`src/include/dcache_config.svh`:
```
// sizes and widths of the data cache
// base values plus the widths derived from them
`ifndef DCACHE_CONFIG_SVH
`define DCACHE_CONFIG_SVH

// requesters and core tag
`define DC_NUM_REQS        2
`define DC_TAG_WIDTH       4
`define DC_SRC_BITS        $clog2(`DC_NUM_REQS)

// word and line geometry
`define DC_WORD_BYTES      4
`define DC_WORD_BITS       (`DC_WORD_BYTES * 8)
`define DC_LINE_WORDS      4
`define DC_LINE_BITS       (`DC_WORD_BITS * `DC_LINE_WORDS)
`define DC_WSEL_BITS       $clog2(`DC_LINE_WORDS)

// sets, ways and address split
`define DC_SETS            16
`define DC_WAYS            2
`define DC_SET_BITS        $clog2(`DC_SETS)
`define DC_ADDR_WIDTH      16
`define DC_LINE_ADDR_WIDTH (`DC_ADDR_WIDTH - `DC_WSEL_BITS)
`define DC_CTAG_BITS       (`DC_LINE_ADDR_WIDTH - `DC_SET_BITS)

// event counters and bench memory latency
`define DC_PERF_BITS       16
`define DC_MEM_DELAY       3

`endif

```
`src/design/perf_counters.sv`:
```
// read, write, read-miss and write-miss counters
// wrap around at full scale
`include "dcache_config.svh"
`timescale 1ns/1ns
`default_nettype none

module perf_counters (
    input  logic                     clk,
    input  logic                     reset,
    input  logic                     evt_read_i,
    input  logic                     evt_write_i,
    input  logic                     evt_read_miss_i,
    input  logic                     evt_write_miss_i,
    output logic [`DC_PERF_BITS-1:0] perf_reads_o,
    output logic [`DC_PERF_BITS-1:0] perf_writes_o,
    output logic [`DC_PERF_BITS-1:0] perf_read_misses_o,
    output logic [`DC_PERF_BITS-1:0] perf_write_misses_o
);

    logic [3:0]               evt;
    logic [`DC_PERF_BITS-1:0] cnt_q [4];

    // one slot per event, same order as the outputs
    assign evt = {evt_write_miss_i, evt_read_miss_i, evt_write_i, evt_read_i};

    always_ff @(posedge clk) begin
        for (int i = 0; i < 4; i++) begin
            if (reset) begin
                cnt_q[i] <= '0;
            end else if (evt[i]) begin
                cnt_q[i] <= cnt_q[i] + 1'b1;
            end
        end
    end

    assign perf_reads_o        = cnt_q[0];
    assign perf_writes_o       = cnt_q[1];
    assign perf_read_misses_o  = cnt_q[2];
    assign perf_write_misses_o = cnt_q[3];

endmodule

`default_nettype wire

```
`config.mk`:
```
export PLATFORM = sky130hd
export DESIGN_NAME = perf_counters
export DESIGN_NICKNAME = d
export VERILOG_FILES = /design/src/design/perf_counters.sv
export VERILOG_INCLUDE_DIRS = /design/src /design/src/include
export SDC_FILE = /design/constraint.sdc
export NUM_CORES = 1
export LEC_CHECK = 0
export ABC_AREA = 1
export BUFFER_PORTS_ARGS = -buffer_cell sky130_fd_sc_hd__buf_2
export CORE_UTILIZATION = 40
export CTS_CLUSTER_SIZE = 16
export DETAILED_ROUTE_END_ITERATION = 16
export PLACE_DENSITY = 0.59
export SLEW_MARGIN = 20
export SYNTH_ARGS = -nofsm -noshare
export SYNTH_HDL_FRONTEND = slang
export SYNTH_SLANG_ARGS = --single-unit
```
`constraint.sdc`:
```
create_clock -name clk -period 2.6 [get_ports clk]
set_input_delay 0.39 -clock clk [delete_from_list [all_inputs] [get_ports clk]]
set_output_delay 0.39 -clock clk [all_outputs]
set_load 0.05 [all_outputs]
```
==> results.yml <==
cells_and_area:
  area.sequential_um2: 1920
  finalInstanceArea_um2: 4490
  num-fill-cells: 921
  antenna_cells: 0
  postLayoutCoreUtil_pct: 48.6
  nNetsFinal: 570
  largest_register_ff_count: 64
  reg_top3: "cnt_q (64)"
  synthToLayoutAreaGrowth_pct: 18.2
  stdcell_count: 694
  footprint_of_the_multi_input_gates_um2: 1590
  mostFrequentLayoutCell: "nand2_1"
  drive_above_1_share_pct: 20.2
  registers.top_by_ff_count: "cnt_q"
  layout.cells.most_common_list: "nand2_1 (131), nor2_1 (107), inv_1 (71)"
clock_tree:
  cts_setup_buffers: 0
  ctsResizeCount: 0
  cts_root_buf: "clkbuf_8"
  path_clk_slew_ns: 0.08
  clock_tree_from_tritoncts: "built"
  max-clock-path-buffers: 2
  cts-buffers-inserted: 9
  numClockSinks: 64
  clkLatencyLatePin_ns: 0.34
  cts_hold_buf: 0
  ctsHtreeMaxLevel: 3
critical_path:
  cp-end-kind: "flop"
  cell_with_the_biggest_individual_delay_on_the_critical_path: "edfxtp_1"
  setup.reg_to_reg.worst_slack_ns: 1.09
  slowest_delay_ns: 0.44
  cp_cell_sequence: "ha_1 -> nand2_2 -> nor2_4 -> nand2_4 -> nor2_4 -> nand2_1 -> nand2_1 -> nor2_1"
  timing.setup.critical_path_class: "flop to flop"
  req_time_crit_path_ns: 2.70
  worst_ep_arrival_time_ns: 1.61
  critPathLaunchType: "flop"
  ff_to_ff_end: "cnt_q[3][14]"
  worst-path-max-fanout: 5
  r2r-start: "cnt_q[3][0]"
  rr_worst_depth: 8
detailed_routing:
  drt-initial-drc-count: 92
  detailedRoute.firstPassIterationCount: 4
  final_antenna_net_count: 0
  drc: 0
  drt-wirelength-per-cell_um: 11.4
  routed-via-count: 3126
  vias_per_cell: 4.50
  wl_mm: 7.90
place:
  place.detailed.instances: 678
  postPlaceCellArea_um2: 4310
  detailedPlacementHpwl_mm: 5.84
  gpl.final_weighted_congestion: 0.796
  placement.io_buffers: 69
worst_hold_path:
  timing.hold.worst.class: "primary input to flop"
  hold_path_end: "cnt_q[0][13]"
  worstHoldPathCells: 4
  timing.hold.worst.start: "reset"
sta:
  timing_worst_slew_pin_value_ns: 0.713
  ratio_of_final_minimum_period_to_clock_period_pct: 58.0
  fin_skew_ns: 0.0114
  fin_tns_setup_ns: 0
  drv_slew: 0
  rsz0062_at_grt: "false"
  final-setup-viol-count: 0
  timing.fmax_mhz: 663
  report.final.hold_viol_count: 0
  min_period_ns: 1.51
  tightest_slew_margin_relative_to_the_limit_pct: 52.4
floorplanning:
  floorplan.die.width_um: 99.5
  ios: 70
  floorplan.initialDensity_pct: 41.2
  row_count: 35
  coreArea_um2: 9240
  die_y_um: 99.5
  die_area_um2: 9900
synth:
  yosysTopAreaCell: "edfxtp_1"
  avgSynthCellArea_um2: 7.91
  syn_area_um2: 3800
  synthTopCellsByArea: "edfxtp_1 (51%), nand2_1 (13%), nor2_1 (11%), inv_1 (7.0%), a21oi_1 (2.8%)"
  synth_unique_cells: 23
  yosysSeqAreaShare_pct: 50.5
  postSynthCellCount: 481
  synthesis.yosys.warnings: 0
  syn_nets: 491
  synth-seq-cells: 64
  yosys.area.top_type_share_pct: 50.5
global_routing:
  grt_pass1_vias: 2829
  grt_first_pass_wirelength_mm: 13.1
  grt_total_ovfl: 0
  antenna_found_initial: 0
  largest_net_degree_at_the_start_of_global_routing: 17
  globalRouteTotalUtil_pct: 16.8
power_and_ir_drop:
  vdd_ir_drop_max_mv: 0.307
  power_density_nw_per_um2: 572
  power.static_leakage_uw: 0.00204
outcome:
  run_status: "complete, no violations"
flow_run:
  max_cap_viol_count: 0
-- power breakdown --
part	internal (µW)	switching (µW)
clock network	433	401
registers	1210	75.1
logic	95.0	354
-- how the worst max path moves through the flow --
| stage | from | to | slack (ns) | depth (start not counted) |
|---|---|---|---|---|
| 2_1_floorplan | cnt_q[3][0] | cnt_q[3][14] | 0.81 | 8 |
| 3_3_place_gp | reset | cnt_q[3][4] | 0.85 | 5 |
| 3_5_place_dp | reset | cnt_q[3][4] | 0.83 | 5 |
| 4_1_cts | cnt_q[3][0] | cnt_q[3][14] | 1.08 | 8 |
| 5_1_grt | cnt_q[3][0] | cnt_q[3][12] | 0.95 | 8 |
| 6_report | cnt_q[3][0] | cnt_q[3][14] | 1.09 | 8 |
-- worst max-delay path: cells and delay by family (launching register included) --
kind                       cells  cell delay [ns]
adders and majority gates      1             0.21
and+or+nand+nor                7             0.62
DFF                            1             0.44
-- cells in the mapped netlist, drive strengths merged --
| library cell | instances |
|---|---|
| nand2 | 143 |
| nor2 | 120 |
| inv | 74 |
| edfxtp | 64 |
| a21oi | 21 |
| o21ai | 15 |
| nand3 | 14 |
| xor2 | 8 |
| o21bai | 7 |
| ha | 4 |
| o21a | 4 |
| buf | 3 |
| nor3 | 2 |
| nand4 | 1 |
| nor3b | 1 |
-- cell families after synthesis --
kind of cell / share of synthesized area (%)
xor+xnor: 1.84
flops: 50.5
fa+ha+maj: 1.32
simple gates: 31.5
compound gates: 7.01
buf+inv: 7.77
-- area by class of cell --
class	count	area share, %
Timing Repair Buffer	71	8.02
Clock buffer	9	2.76
Multi-Input combinational cell	340	35.3
Inverter	74	6.18
Tap cell	129	3.59
Sequential cell	64	42.8
Clock inverter	7	1.39
-- per-stage QoR --
step | hold WS [ns] | setup WS (ns) | power [µW]
after detailed placement | 0.611 | 0.834 | 1760
after floorplan | 0.675 | 0.814 | 1650
final | 0.545 | 1.09 | 2570
after global placement | 0.599 | 0.851 | 1750
after CTS | 0.531 | 1.08 | 2600
after global routing | 0.556 | 0.952 | 2670
-- layer usage --
metal	up-vias	share of wire [%]	global-route usage [%]
li1	1667	-	-
met1	1392	50	23.1
met2	59	45	25.7
met3	8	3.8	4.64
met4	0	1.2	5.43
met5	-	0	0
Power figures use the tool's default switching activity.
