**config.mk**
```make
export PLATFORM = sky130hd
export DESIGN_NAME = cache_core
export DESIGN_NICKNAME = d
export VERILOG_FILES = /design/src/design/dcache_pkg.sv /design/src/design/cache_core.sv
export VERILOG_INCLUDE_DIRS = /design/src /design/src/include
export SDC_FILE = /design/constraint.sdc
export NUM_CORES = 2
export LEC_CHECK = 0
export BUFFER_PORTS_ARGS = -buffer_cell sky130_fd_sc_hd__buf_2
export CAP_MARGIN = 20
export CORE_ASPECT_RATIO = 0.75
export CORE_MARGIN = 1
export CORE_UTILIZATION = 57
export CTS_CLUSTER_SIZE = 20
export DETAILED_ROUTE_END_ITERATION = 7
export HOLD_SLACK_MARGIN = 0.03
export MAX_ROUTING_LAYER = met4
export PLACE_DENSITY = 0.76
export SETUP_SLACK_MARGIN = 0.02
export SLEW_MARGIN = 20
export SYNTH_ARGS = -nofsm -noshare
export SYNTH_HDL_FRONTEND = slang
export SYNTH_MEMORY_MAX_BITS = 65536
export SYNTH_SLANG_ARGS = --single-unit
```
**constraint.sdc**
```tcl
create_clock -name clk -period 5.7 [get_ports clk]
set_input_delay 0.855 -clock clk [delete_from_list [all_inputs] [get_ports clk]]
set_output_delay 0.855 -clock clk [all_outputs]
set_load 0.05 [all_outputs]
```
**src/include/dcache_config.svh**
```systemverilog
// sizes and widths of the data cache
// base values plus the widths derived from them
`ifndef DCACHE_CONFIG_SVH
`define DCACHE_CONFIG_SVH

// requesters and core tag
`define DC_NUM_REQS        2
`define DC_TAG_WIDTH       4
`define DC_SRC_BITS        $clog2(`DC_NUM_REQS)

// word and line geometry
`define DC_WORD_BYTES      4
`define DC_WORD_BITS       (`DC_WORD_BYTES * 8)
`define DC_LINE_WORDS      4
`define DC_LINE_BITS       (`DC_WORD_BITS * `DC_LINE_WORDS)
`define DC_WSEL_BITS       $clog2(`DC_LINE_WORDS)

// sets, ways and address split
`define DC_SETS            16
`define DC_WAYS            2
`define DC_SET_BITS        $clog2(`DC_SETS)
`define DC_ADDR_WIDTH      16
`define DC_LINE_ADDR_WIDTH (`DC_ADDR_WIDTH - `DC_WSEL_BITS)
`define DC_CTAG_BITS       (`DC_LINE_ADDR_WIDTH - `DC_SET_BITS)

// event counters and bench memory latency
`define DC_PERF_BITS       16
`define DC_MEM_DELAY       3

`endif

```
**src/design/dcache_pkg.sv**
```systemverilog
// data cache types
// words, lines, core requests and responses, memory requests
`include "dcache_config.svh"
`default_nettype none

package dcache_pkg;

    typedef logic [`DC_WORD_BITS-1:0]  word_t;
    typedef logic [`DC_WORD_BYTES-1:0] byteen_t;
    typedef logic [`DC_LINE_BITS-1:0]  line_t;
    typedef logic [`DC_ADDR_WIDTH-1:0] waddr_t;
    typedef logic [`DC_SRC_BITS-1:0]   src_t;

    // word request from one core port
    typedef struct packed {
        waddr_t                   addr;
        logic                     rw;
        byteen_t                  byteen;
        word_t                    data;
        logic [`DC_TAG_WIDTH-1:0] tag;
    } core_req_t;

    // request after arbitration, source kept for the response
    typedef struct packed {
        core_req_t req;
        src_t      src;
    } core_req_src_t;

    typedef struct packed {
        word_t                    data;
        logic [`DC_TAG_WIDTH-1:0] tag;
    } core_rsp_t;

    // line read or single word write toward memory
    typedef struct packed {
        logic [`DC_LINE_ADDR_WIDTH-1:0] line_addr;
        logic                           we;
        logic [`DC_WSEL_BITS-1:0]       wsel;
        byteen_t                        byteen;
        word_t                          data;
    } mem_req_t;

endpackage

`default_nettype wire

```
**src/design/cache_core.sv**
```systemverilog
// 2-way set-associative lookup pipeline
// lookup stage, response stage, single line refill, write-through
// response routed to the issuing port, event pulses for the counters
`include "dcache_config.svh"
`timescale 1ns/1ns
`default_nettype none

module cache_core import dcache_pkg::*; (
    input  logic          clk,
    input  logic          reset,
    input  logic          req_valid_i,
    input  core_req_src_t req_i,
    output logic          req_ready_o,
    output logic          mem_req_valid_o,
    output mem_req_t      mem_req_o,
    input  logic          mem_req_ready_i,
    input  logic          mem_rsp_valid_i,
    input  line_t         mem_rsp_line_i,
    output logic          rsp_valid_o [`DC_NUM_REQS],
    output core_rsp_t     rsp_o,
    output logic          evt_read_o,
    output logic          evt_write_o,
    output logic          evt_read_miss_o,
    output logic          evt_write_miss_o
);

    localparam int WAY_BITS = $clog2(`DC_WAYS);

    // tag and data arrays, per-set valid bits and victim pointer
    logic [`DC_WAYS-1:0]       valid_q [`DC_SETS];
    logic [`DC_CTAG_BITS-1:0]  tag_q [`DC_SETS][`DC_WAYS];
    line_t                     data_q [`DC_SETS][`DC_WAYS];
    logic [WAY_BITS-1:0]       victim_q [`DC_SETS];

    // lookup stage
    logic                      s1_valid_q;
    core_req_src_t             s1_req_q;
    logic                      refill_pend_q;

    // response stage
    logic                      rsp_valid_q;
    src_t                      rsp_src_q;
    core_rsp_t                 rsp_q;

    logic [`DC_WSEL_BITS-1:0]  s1_wsel;
    logic [`DC_SET_BITS-1:0]   s1_set;
    logic [`DC_CTAG_BITS-1:0]  s1_tag;
    logic [`DC_WAYS-1:0]       hit_way;
    logic                      hit;
    logic [WAY_BITS-1:0]       hit_idx;
    logic                      s1_rd;
    logic                      s1_wr;
    logic                      refill_done;
    logic                      s1_fire;
    logic                      accept;
    word_t                     hit_word;
    word_t                     fill_word;
    word_t                     merged_word;
    logic [`DC_NUM_REQS-1:0]   rsp_vec;

    // word address split into word select, set and tag
    assign s1_wsel = s1_req_q.req.addr[`DC_WSEL_BITS-1:0];
    assign s1_set  = s1_req_q.req.addr[`DC_WSEL_BITS +: `DC_SET_BITS];
    assign s1_tag  = s1_req_q.req.addr[`DC_ADDR_WIDTH-1 -: `DC_CTAG_BITS];

    // compare both ways
    always_comb begin
        hit_idx = '0;
        for (int w = 0; w < `DC_WAYS; w++) begin
            hit_way[w] = valid_q[s1_set][w] && (tag_q[s1_set][w] == s1_tag);
            if (hit_way[w]) hit_idx = WAY_BITS'(w);
        end
    end
    assign hit = |hit_way;

    assign hit_word  = data_q[s1_set][hit_idx][s1_wsel*`DC_WORD_BITS +: `DC_WORD_BITS];
    assign fill_word = mem_rsp_line_i[s1_wsel*`DC_WORD_BITS +: `DC_WORD_BITS];

    // store bytes over the cached word
    always_comb begin
        for (int b = 0; b < `DC_WORD_BYTES; b++) begin
            merged_word[b*8 +: 8] = s1_req_q.req.byteen[b] ? s1_req_q.req.data[b*8 +: 8]
                                                           : hit_word[b*8 +: 8];
        end
    end

    assign s1_rd       = s1_valid_q && !s1_req_q.req.rw;
    assign s1_wr       = s1_valid_q && s1_req_q.req.rw;
    assign refill_done = refill_pend_q && mem_rsp_valid_i;

    // lookup stage retires on a read hit, an accepted write or the refill line
    assign s1_fire     = (s1_rd && hit) || (s1_wr && mem_req_ready_i) || refill_done;
    assign req_ready_o = !s1_valid_q || s1_fire;
    assign accept      = req_valid_i && req_ready_o;

    // every write goes out, a read miss asks once for the line
    assign mem_req_valid_o     = s1_wr || (s1_rd && !hit && !refill_pend_q);
    assign mem_req_o.line_addr = s1_req_q.req.addr[`DC_ADDR_WIDTH-1:`DC_WSEL_BITS];
    assign mem_req_o.we        = s1_req_q.req.rw;
    assign mem_req_o.wsel      = s1_wsel;
    assign mem_req_o.byteen    = s1_req_q.req.byteen;
    assign mem_req_o.data      = s1_req_q.req.data;

    always_ff @(posedge clk) begin
        if (reset) begin
            s1_valid_q    <= 1'b0;
            refill_pend_q <= 1'b0;
            rsp_valid_q   <= 1'b0;
            for (int s = 0; s < `DC_SETS; s++) begin
                valid_q[s]  <= '0;
                victim_q[s] <= '0;
            end
        end else begin
            if (accept) begin
                s1_valid_q <= 1'b1;
            end else if (s1_fire) begin
                s1_valid_q <= 1'b0;
            end
            if (s1_rd && !hit && !refill_pend_q && mem_req_ready_i) begin
                refill_pend_q <= 1'b1;
            end else if (mem_rsp_valid_i) begin
                refill_pend_q <= 1'b0;
            end
            rsp_valid_q <= s1_fire;
            // fill the victim way, then rotate the set's pointer
            if (refill_done) begin
                valid_q[s1_set][victim_q[s1_set]] <= 1'b1;
                victim_q[s1_set] <= victim_q[s1_set] + 1'b1;
            end
        end
    end

    always_ff @(posedge clk) begin
        if (accept) s1_req_q <= req_i;
        if (refill_done) begin
            tag_q[s1_set][victim_q[s1_set]]  <= s1_tag;
            data_q[s1_set][victim_q[s1_set]] <= mem_rsp_line_i;
        end
        // write hit updates the line, write miss leaves the arrays alone
        if (s1_wr && mem_req_ready_i && hit) begin
            data_q[s1_set][hit_idx][s1_wsel*`DC_WORD_BITS +: `DC_WORD_BITS] <= merged_word;
        end
        if (s1_fire) begin
            rsp_src_q <= s1_req_q.src;
            rsp_q.tag <= s1_req_q.req.tag;
            if (s1_wr) begin
                rsp_q.data <= '0;
            end else if (refill_done) begin
                rsp_q.data <= fill_word;
            end else begin
                rsp_q.data <= hit_word;
            end
        end
    end

    // route the response to its source port
    for (genvar p = 0; p < `DC_NUM_REQS; p++) begin : g_rsp
        assign rsp_vec[p]     = rsp_valid_q && (rsp_src_q == src_t'(p));
        assign rsp_valid_o[p] = rsp_vec[p];
    end
    assign rsp_o = rsp_q;

    // requests count on acceptance, misses when the lookup retires
    assign evt_read_o       = accept && !req_i.req.rw;
    assign evt_write_o      = accept && req_i.req.rw;
    assign evt_read_miss_o  = s1_fire && s1_rd && !hit;
    assign evt_write_miss_o = s1_fire && s1_wr && !hit;

    // memory side answers only the refill it was asked for
    a_rsp_pending: assert property (@(posedge clk) disable iff (reset)
        mem_rsp_valid_i |-> refill_pend_q);
    a_one_rsp: assert property (@(posedge clk) disable iff (reset) $onehot0(rsp_vec));

endmodule

`default_nettype wire

```
==> metrics.cfg <==
[run_status]
run_status = finished, violations left
failed_checks = DRC, setup timing

[sta]
final.period_utilization = 1.021
finalMaxSlewViolations = 0
achievable-frequency_mhz = 171.8
setup_viol_count_final = 16
layout_setup_ws_ps = -120.0
worst_slew_margin_rel = 0.1062
grt_setup_unrepaired = yes
setup_total_negative_slack_ps = -1565
skew_ps = 112.2
timing.hold.ws_ps = 59.93
max_slew.worst_pin.slew_ps = 1326
final_hold_viol_count = 0
min_tclk_post_route_ps = 5820

[critical_path]
cp.depth = 17
timing.critical_path.arrival_ps = 6580
worst_path_cell_trace = buf_12 > mux4_2 > mux2i_2 > o22ai_1 > xnor2_1 > o2111a_1 > and4b_4 > buf_12 > buf_4 > buf_4 > nand3_1 > a31oi_2 > nor3_4 > buf_4 > buf_4 > o41ai_2 > buf_4
combined_buffer_and_inverter_count_along_the_critical_path = 7
cp.required_ps = 6460
cp-start-kind = flop
worstRegToRegCells = 17
max_stage_delay_ps = 1140
worst-r2r-setup-slack_ps = -120
critical-path-top-delay-family = compound AO/OA/AOI/OAI gates
timing.critical_path.to_type = flop
cp_slowest_cell = sky130_fd_sc_hd__o41ai_2
worst_path_most_repeated_cell = sky130_fd_sc_hd__buf_4
critical_path.reg2reg.endpoint = data_q[15][196]
timing_worst_setup_path_type = flop to flop
cp_max_fo = 16

[synth]
ys_dominant_reg_cell = sky130_fd_sc_hd__edfxtp_1
yosys-mux-area-fraction = 0.1791
synth_fa_ha_area_frac = 0.0003435
post_synthesis_compound_gate_area_fraction = 0.02499
synth_seq_area_share = 0.7507
dominant_combinational_cell_family_by_area_after_synthesis = multiplexers
synth_top_area_frac = 0.7464
syn_avg_cell_area_sq_um = 22.22
yosys_warnings = 0
flip_flop_and_latch_count_after_synthesis = 4566
yosys-top-cells-area = sky130_fd_sc_hd__edfxtp_1, sky130_fd_sc_hd__mux4_2, sky130_fd_sc_hd__o41ai_2, sky130_fd_sc_hd__nand2_1, sky130_fd_sc_hd__o31ai_1
synth.largest_area_cell = sky130_fd_sc_hd__edfxtp_1
post_synth_and_or_nand_nor_area_fraction = 0.02624
post_synth_inst_count = 8198
synth_xor_xnor_area_share = 0.0009618
synth_enable_flop_cells = 4527
mapped_area_sq_mm = 0.1821
synthesis.nets = 8394
ys_async_sr_fraction = 0
netlist-cell-type-count = 70

[routing]
antenna_left = 0
detail_routed_via_count_per_cell = 7.304
vias = 100900
routed_wire_length_per_instance_um = 43.73
drtIter0Drc = 18960
drt_pass1_iterations = 8
routed_wirelength_um = 604500
drcViolationCount = 70

[cells_and_area]
post_route_cells_drive_above_1_share = 0.3944
nFillCells = 18830
nNetsFinal = 9349
multiInputGateArea_sq_mm = 0.04515
register_area_sq_mm = 0.1367
finalNonFillerCells = 13820
area_growth_pct = 16.57

[global_route]
grt_pass1_vias = 97540
globalRouteOverflowTotal = 0
grt_antenna_before_repair = 84
pin_count_of_the_biggest_net_entering_global_routing = 145
grt_pass1_wl_um = 809700
grt.total_usage = 0.3834

[cts]
clock_insertion_delay_worst_skew_ps = 990
tritoncts = yes
cts.htree.levels = 5
cts-buffers-inserted = 415
clkSlewWorstSetupHoldPaths_ps = 70
cts_root_buffer = sky130_fd_sc_hd__clkbuf_16
cts-root-to-sink-buffers = 4
clkSinkCount = 4566

[place]
placement.io_buffers = 287
placed_cells_incl_taps = 12950
dp.final_hpwl_um = 368000
gp_routability_congestion = 1.123
dpl_worst_slack_ps = -176.0

[pwr]
power_density_mw_per_mm2 = 340.0
power.share.combinational = 0.105
p_leak_nw = 67.48
net_switching_share_of_the_total_power = 0.2414
net-switching-power_w = 0.01742
share_seq_of_total_power = 0.514
power.total_w = 0.07218
internal_portion_of_total_power_w = 0.05475
pwr-share-clk = 0.382
irDropWorstVdd_v = 0.0003262

[die]
core_sq_mm = 0.3176
floorplan.die.width_um = 654.7
design.die.area_sq_mm = 0.3218
floorplan.initialDensity = 0.5735
rows = 179
floorplan.io_pins = 288
dieHeight_um = 491.5

[flow_run]
max-cap-violations = 0

[hold_path]
hold_sp = req_i[16]
worstHoldEndpoint = mem_req_o[11]
holdCritPathClass = primary input to flop
hold_depth = 1

layer usage:
metal	wire length (um)	up-vias	track usage
met5	0	-	-
met1	188600	51760	0.4739
met3	100300	2192	0.1462
met2	264600	10290	0.5355
met4	50980	0	0.2411
li1	-	36700	-
how the worst max path moves through the flow:
stage / start / to / slack, ps
4_1_cts: flop / evt_read_o / 20
3_5_place_dp: flop / data_q[8][249] / -180
5_1_grt: flop / evt_read_o / -60
2_1_floorplan: flop / mem_req_o[0] / 700
6_report: flop / data_q[15][196] / -120
3_3_place_gp: flop / data_q[2][112] / -170
cell usage in the layout (no fill, tap or decap), types with 82 or more instances in the layout:
| master | Yosys | layout |
|---|---|---|
| sky130_fd_sc_hd__clkbuf_1 | 250 | 96 |
| sky130_fd_sc_hd__buf_12 | 3 | 302 |
| sky130_fd_sc_hd__diode_2 | 0 | 88 |
| sky130_fd_sc_hd__mux2_2 | 82 | 82 |
| sky130_fd_sc_hd__edfxtp_1 | 4527 | 4527 |
| sky130_fd_sc_hd__buf_4 | 94 | 524 |
| sky130_fd_sc_hd__clkbuf_16 | 0 | 422 |
| sky130_fd_sc_hd__buf_2 | 140 | 284 |
| sky130_fd_sc_hd__o31ai_2 | 1 | 96 |
| sky130_fd_sc_hd__nand2_1 | 431 | 421 |
| sky130_fd_sc_hd__mux4_2 | 1373 | 1373 |
| sky130_fd_sc_hd__nand3_1 | 131 | 124 |
| sky130_fd_sc_hd__nor2_1 | 226 | 96 |
| sky130_fd_sc_hd__nor2_4 | 0 | 128 |
sequential cells by signal, indices dropped and copies added, names as in the netlist, named ones only:
| register | flops |
|---|---|
| rsp_o | 36 |
| valid_q | 32 |
| s1_valid_q | 1 |
| rsp_valid_q | 1 |
| victim_q | 16 |
| mem_req_o | 53 |
| rsp_src_q | 1 |
| tag_q | 320 |
| refill_pend_q | 1 |
| s1_req_q | 5 |
| data_q | 4096 |
synth_stat cells (8+ instances only):
cell type	count
sky130_fd_sc_hd__nor2b_1	51
sky130_fd_sc_hd__clkbuf_1	250
sky130_fd_sc_hd__mux2_2	82
sky130_fd_sc_hd__nor3_4	30
sky130_fd_sc_hd__nand4_1	10
sky130_fd_sc_hd__a31oi_1	9
sky130_fd_sc_hd__buf_6	39
sky130_fd_sc_hd__a31oi_2	53
sky130_fd_sc_hd__nor2_1	226
sky130_fd_sc_hd__edfxtp_1	4527
sky130_fd_sc_hd__o21ai_0	55
sky130_fd_sc_hd__nand3_2	8
sky130_fd_sc_hd__buf_2	140
sky130_fd_sc_hd__nand3_1	131
sky130_fd_sc_hd__xnor2_1	15
sky130_fd_sc_hd__a21oi_1	19
sky130_fd_sc_hd__nand2_1	431
sky130_fd_sc_hd__o31ai_1	135
sky130_fd_sc_hd__buf_1	76
sky130_fd_sc_hd__or3_1	13
sky130_fd_sc_hd__mux2i_1	65
sky130_fd_sc_hd__o21a_1	15
sky130_fd_sc_hd__a211oi_1	8
sky130_fd_sc_hd__buf_4	94
sky130_fd_sc_hd__o211ai_1	11
sky130_fd_sc_hd__o22ai_1	8
sky130_fd_sc_hd__dfxtp_1	39
sky130_fd_sc_hd__o41ai_2	120
sky130_fd_sc_hd__nor4_1	9
sky130_fd_sc_hd__nor3_1	60
sky130_fd_sc_hd__mux2_1	8
sky130_fd_sc_hd__mux4_2	1373
power by group through the flow:
stage	Clock, W	Combinational (W)	Sequential, W
after floorplan	0	0.00383	0.0378
after global placement	0	0.00681	0.0378
after detailed placement	0	0.00693	0.0378
after CTS	0.0275	0.00711	0.0371
after global routing	0.0287	0.00754	0.0371
final	0.0275	0.00756	0.0371
cell type report:
class	instances	area share
flip-flops and latches	4566	0.6441
diodes	88	0.001037
multi-input cells	3018	0.2126
repair buffers	1143	0.05566
well taps	4253	0.02506
clock inverters	226	0.009877
clock buffers	518	0.05138
inverters	9	0.0002711
cells by family (layout without fill, tap and decap cells):
kind of cell	after synthesis	count (layout)
AND/OR/NAND/NOR	1007	1007
AO/OA/AOI/OAI	456	456
XOR/XNOR	20	20
adder cells (fa/ha/maj)	5	5
multiplexers	1530	1530
other	0	88
buffers and inverters	614	1896
flip-flops	4566	4566
per-stage QoR:
stage / cell area, sq um / utilization
final: 212300 / 0.6685
after global routing: 212300 / 0.6684
after CTS: 211300 / 0.6652
after detailed placement: 197900 / 0.6230
after global placement: 197700 / 0.6225
after floorplan: 182100 / -
timing repair:
| action | CTS | global route |
|---|---|---|
| endpoints found under the setup margin | 893 | 70 |
| pin swaps | 2 | 4 |
| hold buffers | 21 | 0 |
| hold endpoints to repair | 21 | 0 |
| setup buffers | 12 | 5 |
| gates resized for setup | 5 | 10 |
| cloned | 0 | 1 |
Power figures use the tool's default switching activity.
