`config.mk`:
```
export PLATFORM = sky130hd
export DESIGN_NAME = elastic_buffer
export DESIGN_NICKNAME = d
export VERILOG_FILES = /design/src/design/elastic_buffer.sv
export SDC_FILE = /design/constraint.sdc
export NUM_CORES = 1
export LEC_CHECK = 0
export BUFFER_PORTS_ARGS = -buffer_cell sky130_fd_sc_hd__clkbuf_2
export CAP_MARGIN = 20
export CELL_PAD_IN_SITES_DETAIL_PLACEMENT = 0
export CELL_PAD_IN_SITES_GLOBAL_PLACEMENT = 1
export CORE_AREA = 2 2 39 41
export CTS_CLUSTER_DIAMETER = 40
export DETAILED_ROUTE_END_ITERATION = 10
export DIE_AREA = 0 0 41 43
export PLACE_DENSITY_LB_ADDON = 0.1
export SETUP_SLACK_MARGIN = 0.05
export SYNTH_ARGS = -nofsm -noshare
export SYNTH_HDL_FRONTEND = slang
export SYNTH_SLANG_ARGS = --single-unit
```
`constraint.sdc`:
```
create_clock -name clk -period 2.5 [get_ports clk]
set_clock_uncertainty 0.1 [all_clocks]
set_input_delay 0.375 -clock clk [delete_from_list [all_inputs] [get_ports clk]]
set_output_delay 0.375 -clock clk [all_outputs]
set_load 0.1 [all_outputs]
```
`src/design/elastic_buffer.sv`:
```
// two-entry valid/ready buffer
// payload type is a parameter, input ready comes from occupancy only
`timescale 1ns/1ns
`default_nettype none

module elastic_buffer #(
    parameter type payload_t = logic
) (
    input  logic     clk,
    input  logic     reset,
    input  logic     in_valid_i,
    input  payload_t in_data_i,
    output logic     in_ready_o,
    output logic     out_valid_o,
    output payload_t out_data_o,
    input  logic     out_ready_i
);

    // storage slots
    payload_t   mem_q [2];
    logic       wr_ptr_q;
    logic       rd_ptr_q;
    logic [1:0] count_q;
    logic       push;
    logic       pop;

    assign in_ready_o  = (count_q != 2'd2);
    assign out_valid_o = (count_q != 2'd0);
    assign out_data_o  = mem_q[rd_ptr_q];

    assign push = in_valid_i && in_ready_o;
    assign pop  = out_valid_o && out_ready_i;

    always_ff @(posedge clk) begin
        if (reset) begin
            wr_ptr_q <= 1'b0;
            rd_ptr_q <= 1'b0;
            count_q  <= 2'd0;
        end else begin
            if (push) wr_ptr_q <= ~wr_ptr_q;
            if (pop) rd_ptr_q <= ~rd_ptr_q;
            // simultaneous push and pop keeps the count
            count_q <= count_q + 2'(push) - 2'(pop);
        end
    end

    always_ff @(posedge clk) begin
        if (push) mem_q[wr_ptr_q] <= in_data_i;
    end

    // occupancy bounded over any push/pop sequence
    a_max_two: assert property (@(posedge clk) disable iff (reset) count_q <= 2'd2);

endmodule

`default_nettype wire

```
==> run metrics, run 1 <==
result of the run completed; WHS Endpoint mem_q[1]$_DFFE_PP_; arrival time at the worst endpoint 1.24 ns; end of the worst register-to-register path count_q[1]$_SDFF_PP0_; fraction of registers with async set/reset 0%; predominant post-synthesis flop cell sky130_fd_sc_hd__dfxtp_1; via-per-instance ratio 3.782; CP Data Required Time 2.03 ns; worst skew pair latency 0.24 ns; final weighted congestion in routability-driven placement 0.5922; minimum clock period 1.720 ns; effective utilization at floorplan 23.06%; post-synth net total 35; H-tree depth 1; Total Die Area 0.001763 mm2; antenna violations before repair 0; worst-case headroom to the max-slew limit 64.17%; count of vias placed by the detailed router 208; Hold Path Origin in_data_i; count of antenna-violating nets left after detailed routing 0; total core area 0.001384 mm2; number of endpoints with negative hold slack in the final report 0; FP Rows 14; DRC 0; critical path endpoint category output pin; Setup-failing EPs final 0; post-synthesis cell count 28; total clock buffers created by CTS 3; Iter 0 DRT Violations 0; startpoint class of the critical path flop; vias in the first global route 214; max cap viols 0; crit path max fanout 5; diodes inserted 0; boundary pin count 8; number of gates resized after cts 0; buffers inserted during post-CTS setup optimization 0; die height 43 um; share of Yosys cell area claimed by the top area cell type 31.37%; maximum buffer depth of the clock tree 2; horizontal die dimension 41 um; clock transition at the register clock pins on the worst setup and hold paths after CTS 0.05 ns; wire length after detailed routing 484 um; pin count of the biggest net entering global routing 7; number of max-slew violations in the final report 0; instance count along the most critical hold path 1; yosys synthesis warning count 0; fraction of layout cells with a size suffix above 1 43.59%; R2R Path Start count_q[0]$_SDFF_PP0_; layout filler cell count 152; top post-synthesis cells by count sky130_fd_sc_hd__dfxtp_1, sky130_fd_sc_hd__nor2_1, sky130_fd_sc_hd__edfxtp_1, sky130_fd_sc_hd__ha_1; largest cells by area after synthesis sky130_fd_sc_hd__dfxtp_1, sky130_fd_sc_hd__edfxtp_1, sky130_fd_sc_hd__ha_1, sky130_fd_sc_hd__nor2_1, sky130_fd_sc_hd__mux2_4; crit path kind flop to output pin; net total in the final layout 47; Post-Route Setup TNS 0 ns; mean area per synthesized cell 11.39 um2; worst-case register-to-register setup slack 0.83 ns; wire length of the first global-routing pass 807 um; sequential area share after synthesis 50.20%; portion of the clock cycle consumed by the worst path in the final layout 68.80%; library cells used by synthesis 18; cell type contributing the most total cell area after synthesis sky130_fd_sc_hd__dfxtp_1; FMAX 0.5814 GHz; number of synthesized flops with an enable pin 2; Port Buffers 7; root buffer cell sky130_fd_sc_hd__clkbuf_4; signed area change from the synthesized netlist to the final layout 25.49%; Least-Margin Pin Slew 0.5397 ns; routed length per instance 8.800 um; total of hold buffers inserted after clock tree synthesis 0; number of sinks driven by the clock tree 7; TritonCTS clock tree yes; remaining global-route overflow 0; area of the mapped netlist 319.1 um2; gr usage total 7.351%; number of synthesized register bits 7; worst hold path type input port to flop; logic depth of the worst register-to-register path 8; DR pass1 iterations 1; setup repair after global routing missed its margin false
## layer usage
layer	track usage [%]	up-vias	routed length, um
met5	0	-	0
met2	10.00	4	235
met1	8.442	85	216
li1	-	117	-
met3	3.141	2	21
met4	6.000	0	11
## layout make-up
| type | instances | area [um2] | area share (%) |
|---|---|---|---|
| timing repair buffer | 7 | 35.03 | 8.750 |
| multi-input combinational | 20 | 155.1 | 38.75 |
| inverter | 1 | 3.754 | 0.9375 |
| tap | 16 | 20.02 | 5.000 |
| clock buffer | 4 | 26.28 | 6.563 |
| sequential | 7 | 160.2 | 40.00 |
## worst max-delay path by stage
stage | start | to | depth (start not counted)
after floorplan | count_q[0]$_SDFF_PP0_ | count_q[1]$_SDFF_PP0_ | 8
after global placement | count_q[0]$_SDFF_PP0_ | count_q[1]$_SDFF_PP0_ | 8
after detailed placement | count_q[0]$_SDFF_PP0_ | count_q[1]$_SDFF_PP0_ | 8
after CTS | count_q[0]$_SDFF_PP0_ | in_ready_o | 2
after global routing | count_q[0]$_SDFF_PP0_ | in_ready_o | 2
final | count_q[1]$_SDFF_PP0_ | out_valid_o | 2
## cells by family after synthesis
| logic type | count (synthesis) | synth area share, % |
|---|---|---|
| multiplexers | 2 | 8.234 |
| XOR/XNOR | 2 | 5.491 |
| AND/OR/NAND/NOR | 13 | 24.32 |
| AO/OA/AOI/OAI | 1 | 2.746 |
| flip-flops | 7 | 50.20 |
| adder cells (fa/ha/maj) | 2 | 7.842 |
| buffers and inverters | 1 | 1.175 |
## placed cells by master (no fill, tap or decap)
master	netlist	final
sky130_fd_sc_hd__clkbuf_2	0	7
sky130_fd_sc_hd__nor2_1	5	5
sky130_fd_sc_hd__dfxtp_1	5	5
sky130_fd_sc_hd__clkbuf_4	0	3
sky130_fd_sc_hd__ha_1	2	2
sky130_fd_sc_hd__edfxtp_1	2	2
sky130_fd_sc_hd__o21a_2	1	1
sky130_fd_sc_hd__nand2b_2	1	1
sky130_fd_sc_hd__nand2_4	1	1
sky130_fd_sc_hd__or2_2	1	1
sky130_fd_sc_hd__inv_1	1	1
sky130_fd_sc_hd__mux2_2	1	1
sky130_fd_sc_hd__and3_2	1	1
sky130_fd_sc_hd__and2b_1	1	1
sky130_fd_sc_hd__mux2_4	1	1
sky130_fd_sc_hd__xnor2_1	1	1
sky130_fd_sc_hd__xor2_1	1	1
sky130_fd_sc_hd__and2_1	1	1
sky130_fd_sc_hd__nor3_1	1	1
sky130_fd_sc_hd__nor2b_1	1	1
sky130_fd_sc_hd__clkbuf_1	0	1
## worst max-delay path: stages, from the launching register on
cell and delay (ns):
sky130_fd_sc_hd__dfxtp_1 0.34, sky130_fd_sc_hd__or2_2 0.30, sky130_fd_sc_hd__clkbuf_2 0.37
## through the flow
step | hold slack [ns] | setup WS [ns] | instances | area [um2] | utilization (%)
2_1_floorplan | 0.3466 | 0.5141 | 28 | 319.1 | -
3_3_place_gp | 0.4018 | 0.8593 | 51 | 374.1 | 27.03
5_1_grt | 0.2119 | 0.7124 | 55 | 400.4 | 28.93
4_1_cts | 0.2222 | 0.7630 | 55 | 400.4 | 28.93
6_report | 0.2270 | 0.7800 | 55 | 400.4 | 28.93
3_5_place_dp | 0.4098 | 0.8161 | 51 | 374.1 | 27.03
Power of run 1 is not shown: default switching activity piles up to over one toggle a cycle in this logic, so the estimate is an artifact.
==> run 2, diff against run 1 <==
clock period = 1.7 ns   (was 2.5 ns; I/O delays follow)
==> run 2 against run 1 <==
  * Sequential cell count did not move
  * Cell area increased by 14%
  * Die area unchanged
  * Via count rose by 6.3%
  * Utilization up 4.0 points
  * Largest cell class is now multi-input gates
==> run metrics, run 2 (synthesis gave the netlist of run 1 again) <==
result of the run completed (unchanged); root buffer cell sky130_fd_sc_hd__clkbuf_4 (unchanged); DRC 0 (unchanged); FP Rows 14 (unchanged); routed length per instance 10.66 um (was 8.800 um); count of vias placed by the detailed router 221 (was 208); antenna violations before repair 0 (unchanged); Crit path largest cell delay 0.35 ns (was 0.37 ns); vias in the first global route 266 (was 214); startpoint class of the critical path flop (unchanged); max cap viols 0 (unchanged); GRT met2 Usage 15.63% (was 10.00%); worst-case headroom to the max-slew limit 64.30% (was 64.17%); via-per-instance ratio 3.946 (was 3.782); net total in the final layout 48 (was 47); layout filler cell count 151 (was 152); Hold Path Origin in_data_i (unchanged); maximum buffer depth of the clock tree 2 (unchanged); crit path max fanout 4 (was 5); crit-path leading delay family adder cells (was buffers and inverters); Port Buffers 7 (unchanged); Least-Margin Pin Slew 0.5377 ns (was 0.5397 ns); number of sinks driven by the clock tree 7 (unchanged); count of antenna-violating nets left after detailed routing 0 (unchanged); worst hold path type input port to flop (unchanged); Iter 0 DRT Violations 1 (was 0); setup repair after global routing missed its margin true (was false); CP Data Required Time 1.77 ns (was 2.03 ns); critical path launch point count_q[0]$_SDFF_PP0_ (was count_q[1]$_SDFF_PP0_); wire length of the first global-routing pass 1.007 mm (was 807 um); Most Crowded Layer GR met2 (unchanged); effective utilization at floorplan 23.06% (unchanged); die height 43 um (unchanged); total clock buffers created by CTS 3 (unchanged); Slowest-stage cell, CP sky130_fd_sc_hd__dfxtp_4 (was sky130_fd_sc_hd__clkbuf_2); crit path kind flop to flop (was flop to output pin); horizontal die dimension 41 um (unchanged); portion of the clock cycle consumed by the worst path in the final layout 94.47%; WP buf/inv 1 (unchanged); total core area 0.001384 mm2 (unchanged); wire length after detailed routing 597 um (was 484 um); signed area change from the synthesized netlist to the final layout 42.75% (was 25.49%); fraction of layout cells with a size suffix above 1 62.50% (was 43.59%); leading cell type in the layout, fill and taps excluded sky130_fd_sc_hd__clkbuf_2 (unchanged); H-tree depth 1 (unchanged); pin count of the biggest net entering global routing 7 (unchanged); Total Die Area 0.001763 mm2 (unchanged); final core area utilization 32.91% (was 28.93%); Setup-failing EPs final 0 (unchanged); total of hold buffers inserted after clock tree synthesis 0 (unchanged); boundary pin count 8 (unchanged); R2R Path Start count_q[0]$_SDFF_PP0_ (unchanged); cells along the critical path o21a_4 -> ha_4 -> inv_1 -> ha_2 -> xor2_2 -> and2_1 -> nor3_2 (was or2_2 -> clkbuf_2); DR pass1 iterations 2 (was 1); final worst slack 0.09400 ns (was 0.7800 ns); diodes inserted 0 (unchanged); worst skew pair latency 0.25 ns (was 0.24 ns); FMAX 0.6227 GHz; final weighted congestion in routability-driven placement 0.5898 (was 0.5922); HPWL after DPL 404.7 um; clock transition at the register clock pins on the worst setup and hold paths after CTS 0.06 ns (was 0.05 ns); worst hold margin 0.09571 ns (was 0.2270 ns); GR Util met1 7.468% (was 8.442%); arrival time at the worst endpoint 1.68 ns (was 1.24 ns); number of endpoints with negative hold slack in the final report 0 (unchanged); minimum clock period 1.606 ns; critical path endpoint category flop (was output pin); number of max-slew violations in the final report 0 (unchanged); TritonCTS clock tree yes (unchanged); gr usage total 9.265% (was 7.351%); met3 capacity usage during global routing 3.665% (was 3.141%); most used cells in the layout excluding fill and tap cells sky130_fd_sc_hd__clkbuf_2, sky130_fd_sc_hd__nor2_1, sky130_fd_sc_hd__dfxtp_1, sky130_fd_sc_hd__clkbuf_4 (was sky130_fd_sc_hd__clkbuf_2, sky130_fd_sc_hd__nor2_1, sky130_fd_sc_hd__dfxtp_1); remaining global-route overflow 0 (unchanged); pre-CTS setup slack 0.02614 ns (was 0.8161 ns)
run 2: changes by cell type in the layout (fill, tap and decap cells not counted), sizes merged:
cell and delta:
buf +2, clkbuf -2, clkinv +1
run 2: timing repair:
| item | in CTS | in global routing |
|---|---|---|
| resized for setup | 5 | 4 |
| buffers inserted | 1 | 0 |
| endpoints found under the setup margin | 1 | 2 |
| pin swaps | 4 | 1 |
run 2: per-layer routing:
metal	routed length [um]	vias up	part of all wire, %
li1	-	117	-
met1	200	98	34
met2	362	4	61
met3	27	2	4.5
met4	8	0	1.3
met5	0	-	0
run 2: worst paths after layout:
| check | cells past startpoint | endpoint | slack (ns) |
|---|---|---|---|
| max | 7 | count_q[1]$_SDFF_PP0_ | 0.09 |
| min | 1 | mem_q[1]$_DFFE_PP_ | 0.1 |
| max reg2reg | 7 | count_q[1]$_SDFF_PP0_ | 0.09 |
| min reg2reg | 2 | flop | 0.45 |
run 2: layout make-up:
cell class	count	area, um2	area share (%)
Tap cell	16	20.02	4.396
Clock buffer	3	22.52	4.945
Clock inverter	1	5.005	1.099
Timing Repair Buffer	8	42.54	9.341
Sequential cell	7	167.7	36.81
Multi-Input combinational cell	20	193.9	42.58
Inverter	1	3.754	0.8242
run 2: worst reg2reg max path, delay by kind of cell, from the launching register on:
family / cells / cell delay [ns]
compound gates: 1 / 0.23
xor+xnor: 1 / 0.14
flops: 1 / 0.35
simple gates: 2 / 0.24
fa+ha+maj: 2 / 0.42
buf+inv: 1 / 0.03
run 2: per-stage QoR:
stage               cells  setup TNS [ns]  cell area (um2)
floorplan              28        -0.07292            325.3
global placement       51               0            380.4
detailed placement     51               0            380.4
finish                 56               0            455.4
global route           56               0            455.4
CTS                    56               0            440.4
Power of run 2 is left out for the same reason.
==> run 3, diff against run 2 <==
PLACE_DENSITY = 0.54   (was not set)
PLACE_DENSITY_LB_ADDON = not set   (was 0.1)
==> run 3 against run 2 <==
  * Non-clock buffer count up 3
  * Critical path depth fell by 4
  * Sequential share of layout area is 2.0 points lower
  * Count of clock-buffer cells in the layout up 1
  * Setup slack got worse by 0.042 ns
  * First-iteration DRC count fell by 100%
  * Via count grew 7.7%
  * Global-route usage decreased by 1.1 points
  * Worst hold slack gained 0.0055 ns
  * Utilization increased by 1.4 points
  * Die area did not move
  * Sequential cell count stayed put
  * Largest cell class unchanged
==> run metrics, run 3 (synthesis gave the netlist of run 1 again) <==
startpoint class of the critical path flop (unchanged); via-per-instance ratio 4.034 (was 3.946); maximum buffer depth of the clock tree 2 (unchanged); wire length of the first global-routing pass 910 um (was 1.007 mm); max cap viols 0 (unchanged); routed length per instance 9.237 um (was 10.66 um); final core area utilization 34.27% (was 32.91%); minimum clock period 1.648 ns (was 1.606 ns); DRC 0 (unchanged); remaining global-route overflow 0 (unchanged); gr usage total 8.157% (was 9.265%); critical path endpoint category output pin (was flop); boundary pin count 8 (unchanged); HPWL after DPL 400 um (was 404.7 um); antenna violations before repair 0 (unchanged); logic depth of the worst register-to-register path 7 (unchanged); Hold Path Origin in_data_i (unchanged); worst skew pair latency 0.24 ns (was 0.25 ns); Post-Route Setup TNS 0 ns (unchanged); result of the run completed (unchanged); signed area change from the synthesized netlist to the final layout 48.63% (was 42.75%); crit-path leading delay family buffers and inverters (was adder cells); effective utilization at floorplan 23.06% (unchanged); worst-case headroom to the max-slew limit 64.17% (was 64.30%); root buffer cell sky130_fd_sc_hd__clkbuf_4 (unchanged); CP Data Required Time 1.34 ns (was 1.77 ns); WP buf/inv 2 (was 1); H-tree depth 1 (unchanged); Total Die Area 0.001763 mm2 (unchanged); number of max-slew violations in the final report 0 (unchanged); worst hold path type input port to flop (unchanged); number of sinks driven by the clock tree 7 (unchanged); worst-case register-to-register setup slack 0.10 ns (was 0.09 ns); end of the worst register-to-register path count_q[1]$_SDFF_PP0_ (unchanged); total core area 0.001384 mm2 (unchanged); total of hold buffers inserted after clock tree synthesis 0 (unchanged); R2R Path Start count_q[1]$_SDFF_PP0_ (was count_q[0]$_SDFF_PP0_); Port Buffers 7 (unchanged); TritonCTS clock tree yes (unchanged); Setup-failing EPs final 0 (unchanged); diodes inserted 0 (unchanged); Iter 0 DRT Violations 0 (was 1); fraction of layout cells with a size suffix above 1 62.79% (was 62.50%); vias in the first global route 234 (was 266); count of vias placed by the detailed router 238 (was 221); final weighted congestion in routability-driven placement 0.6743 (was 0.5898); WHS Endpoint mem_q[1]$_DFFE_PP_ (unchanged); Slowest-stage cell, CP sky130_fd_sc_hd__clkbuf_2 (was sky130_fd_sc_hd__dfxtp_4); net total in the final layout 51 (was 48); count of antenna-violating nets left after detailed routing 0 (unchanged); number of endpoints with negative hold slack in the final report 0 (unchanged); cells along the critical path nand2b_4 -> buf_4 -> clkbuf_2 (was o21a_4 -> ha_4 -> inv_1 -> ha_2 -> xor2_2 -> and2_1 -> nor3_2); Crit path largest cell delay 0.44 ns (was 0.35 ns); wire length after detailed routing 545 um (was 597 um); DR pass1 iterations 1 (was 2); leading cell type in the layout, fill and taps excluded sky130_fd_sc_hd__clkbuf_2 (unchanged); total clock buffers created by CTS 3 (unchanged); area taken by multi-input logic gates 193.9 um2 (unchanged); portion of the clock cycle consumed by the worst path in the final layout 96.93% (was 94.47%); instance count along the most critical hold path 1 (unchanged); FMAX 0.6069 GHz (was 0.6227 GHz); FP Rows 14 (unchanged); setup repair after global routing missed its margin true (unchanged); pin count of the biggest net entering global routing 7 (unchanged); most used cells in the layout excluding fill and tap cells sky130_fd_sc_hd__clkbuf_2, sky130_fd_sc_hd__nor2_1, sky130_fd_sc_hd__buf_4 (was sky130_fd_sc_hd__clkbuf_2, sky130_fd_sc_hd__nor2_1, sky130_fd_sc_hd__dfxtp_1, sky130_fd_sc_hd__clkbuf_4); arrival time at the worst endpoint 1.29 ns (was 1.68 ns); sequential standard cell area 165.2 um2 (was 167.7 um2); Least-Margin Pin Slew 0.5397 ns (was 0.5377 ns); horizontal die dimension 41 um (unchanged); die height 43 um (unchanged); crit path max fanout 4 (unchanged); clock transition at the register clock pins on the worst setup and hold paths after CTS 0.05 ns (was 0.06 ns); layout filler cell count 153 (was 151); crit path kind flop to output pin (was flop to flop)
## run 3: stage by stage
stage | instances | setup slack, ns | hold WS, ns | cell area (um2)
final | 59 | 0.05227 | 0.1012 | 474.2
after global routing | 59 | 0.01208 | 0.08735 | 474.2
after CTS | 58 | 0.05735 | 0.09060 | 441.7
after detailed placement | 51 | 0.02992 | 0.3489 | 380.4
after global placement | 51 | 0.06888 | 0.3467 | 380.4
after floorplan | 28 | -0.07292 | 0.2192 | 325.3
## run 3: worst max-delay path by stage
stage / from / end / slack, ns / depth (start not counted)
floorplan: count_q[0]$_SDFF_PP0_ / count_q[1]$_SDFF_PP0_ / -0.07 / 8
global placement: count_q[1]$_SDFF_PP0_ / count_q[1]$_SDFF_PP0_ / 0.07 / 7
detailed placement: count_q[1]$_SDFF_PP0_ / count_q[1]$_SDFF_PP0_ / 0.03 / 7
CTS: count_q[1]$_SDFF_PP0_ / count_q[1]$_SDFF_PP0_ / 0.06 / 7
global route: count_q[0]$_SDFF_PP0_ / in_ready_o / 0.01 / 3
finish: count_q[0]$_SDFF_PP0_ / in_ready_o / 0.05 / 3
## run 3: cell type report
class,instances,area share (%)
Tap cell,16,4.222
Inverter,1,0.7916
Clock buffer,4,5.541
Sequential cell,7,34.83
Timing Repair Buffer,11,13.72
Multi-Input combinational cell,20,40.90
## run 3: what timing repair did
| action | 4_1_cts | 5_1_grt |
|---|---|---|
| setup buffers | 3 | 1 |
| gates resized for setup | 4 | 4 |
| setup endpoints to repair | 1 | 2 |
| pin swaps | 3 | 3 |
## run 3: per-layer routing
layer / GRT usage, % / part of all wire, % / up-vias
met3: 3.141 / 3.9 / 0
met4: 8.000 / 0 / 0
met1: 8.766 / 36 / 113
met5: 0 / 0 / -
met2: 11.25 / 60 / 3
li1: - / - / 122
Power of run 3 is left out for the same reason.
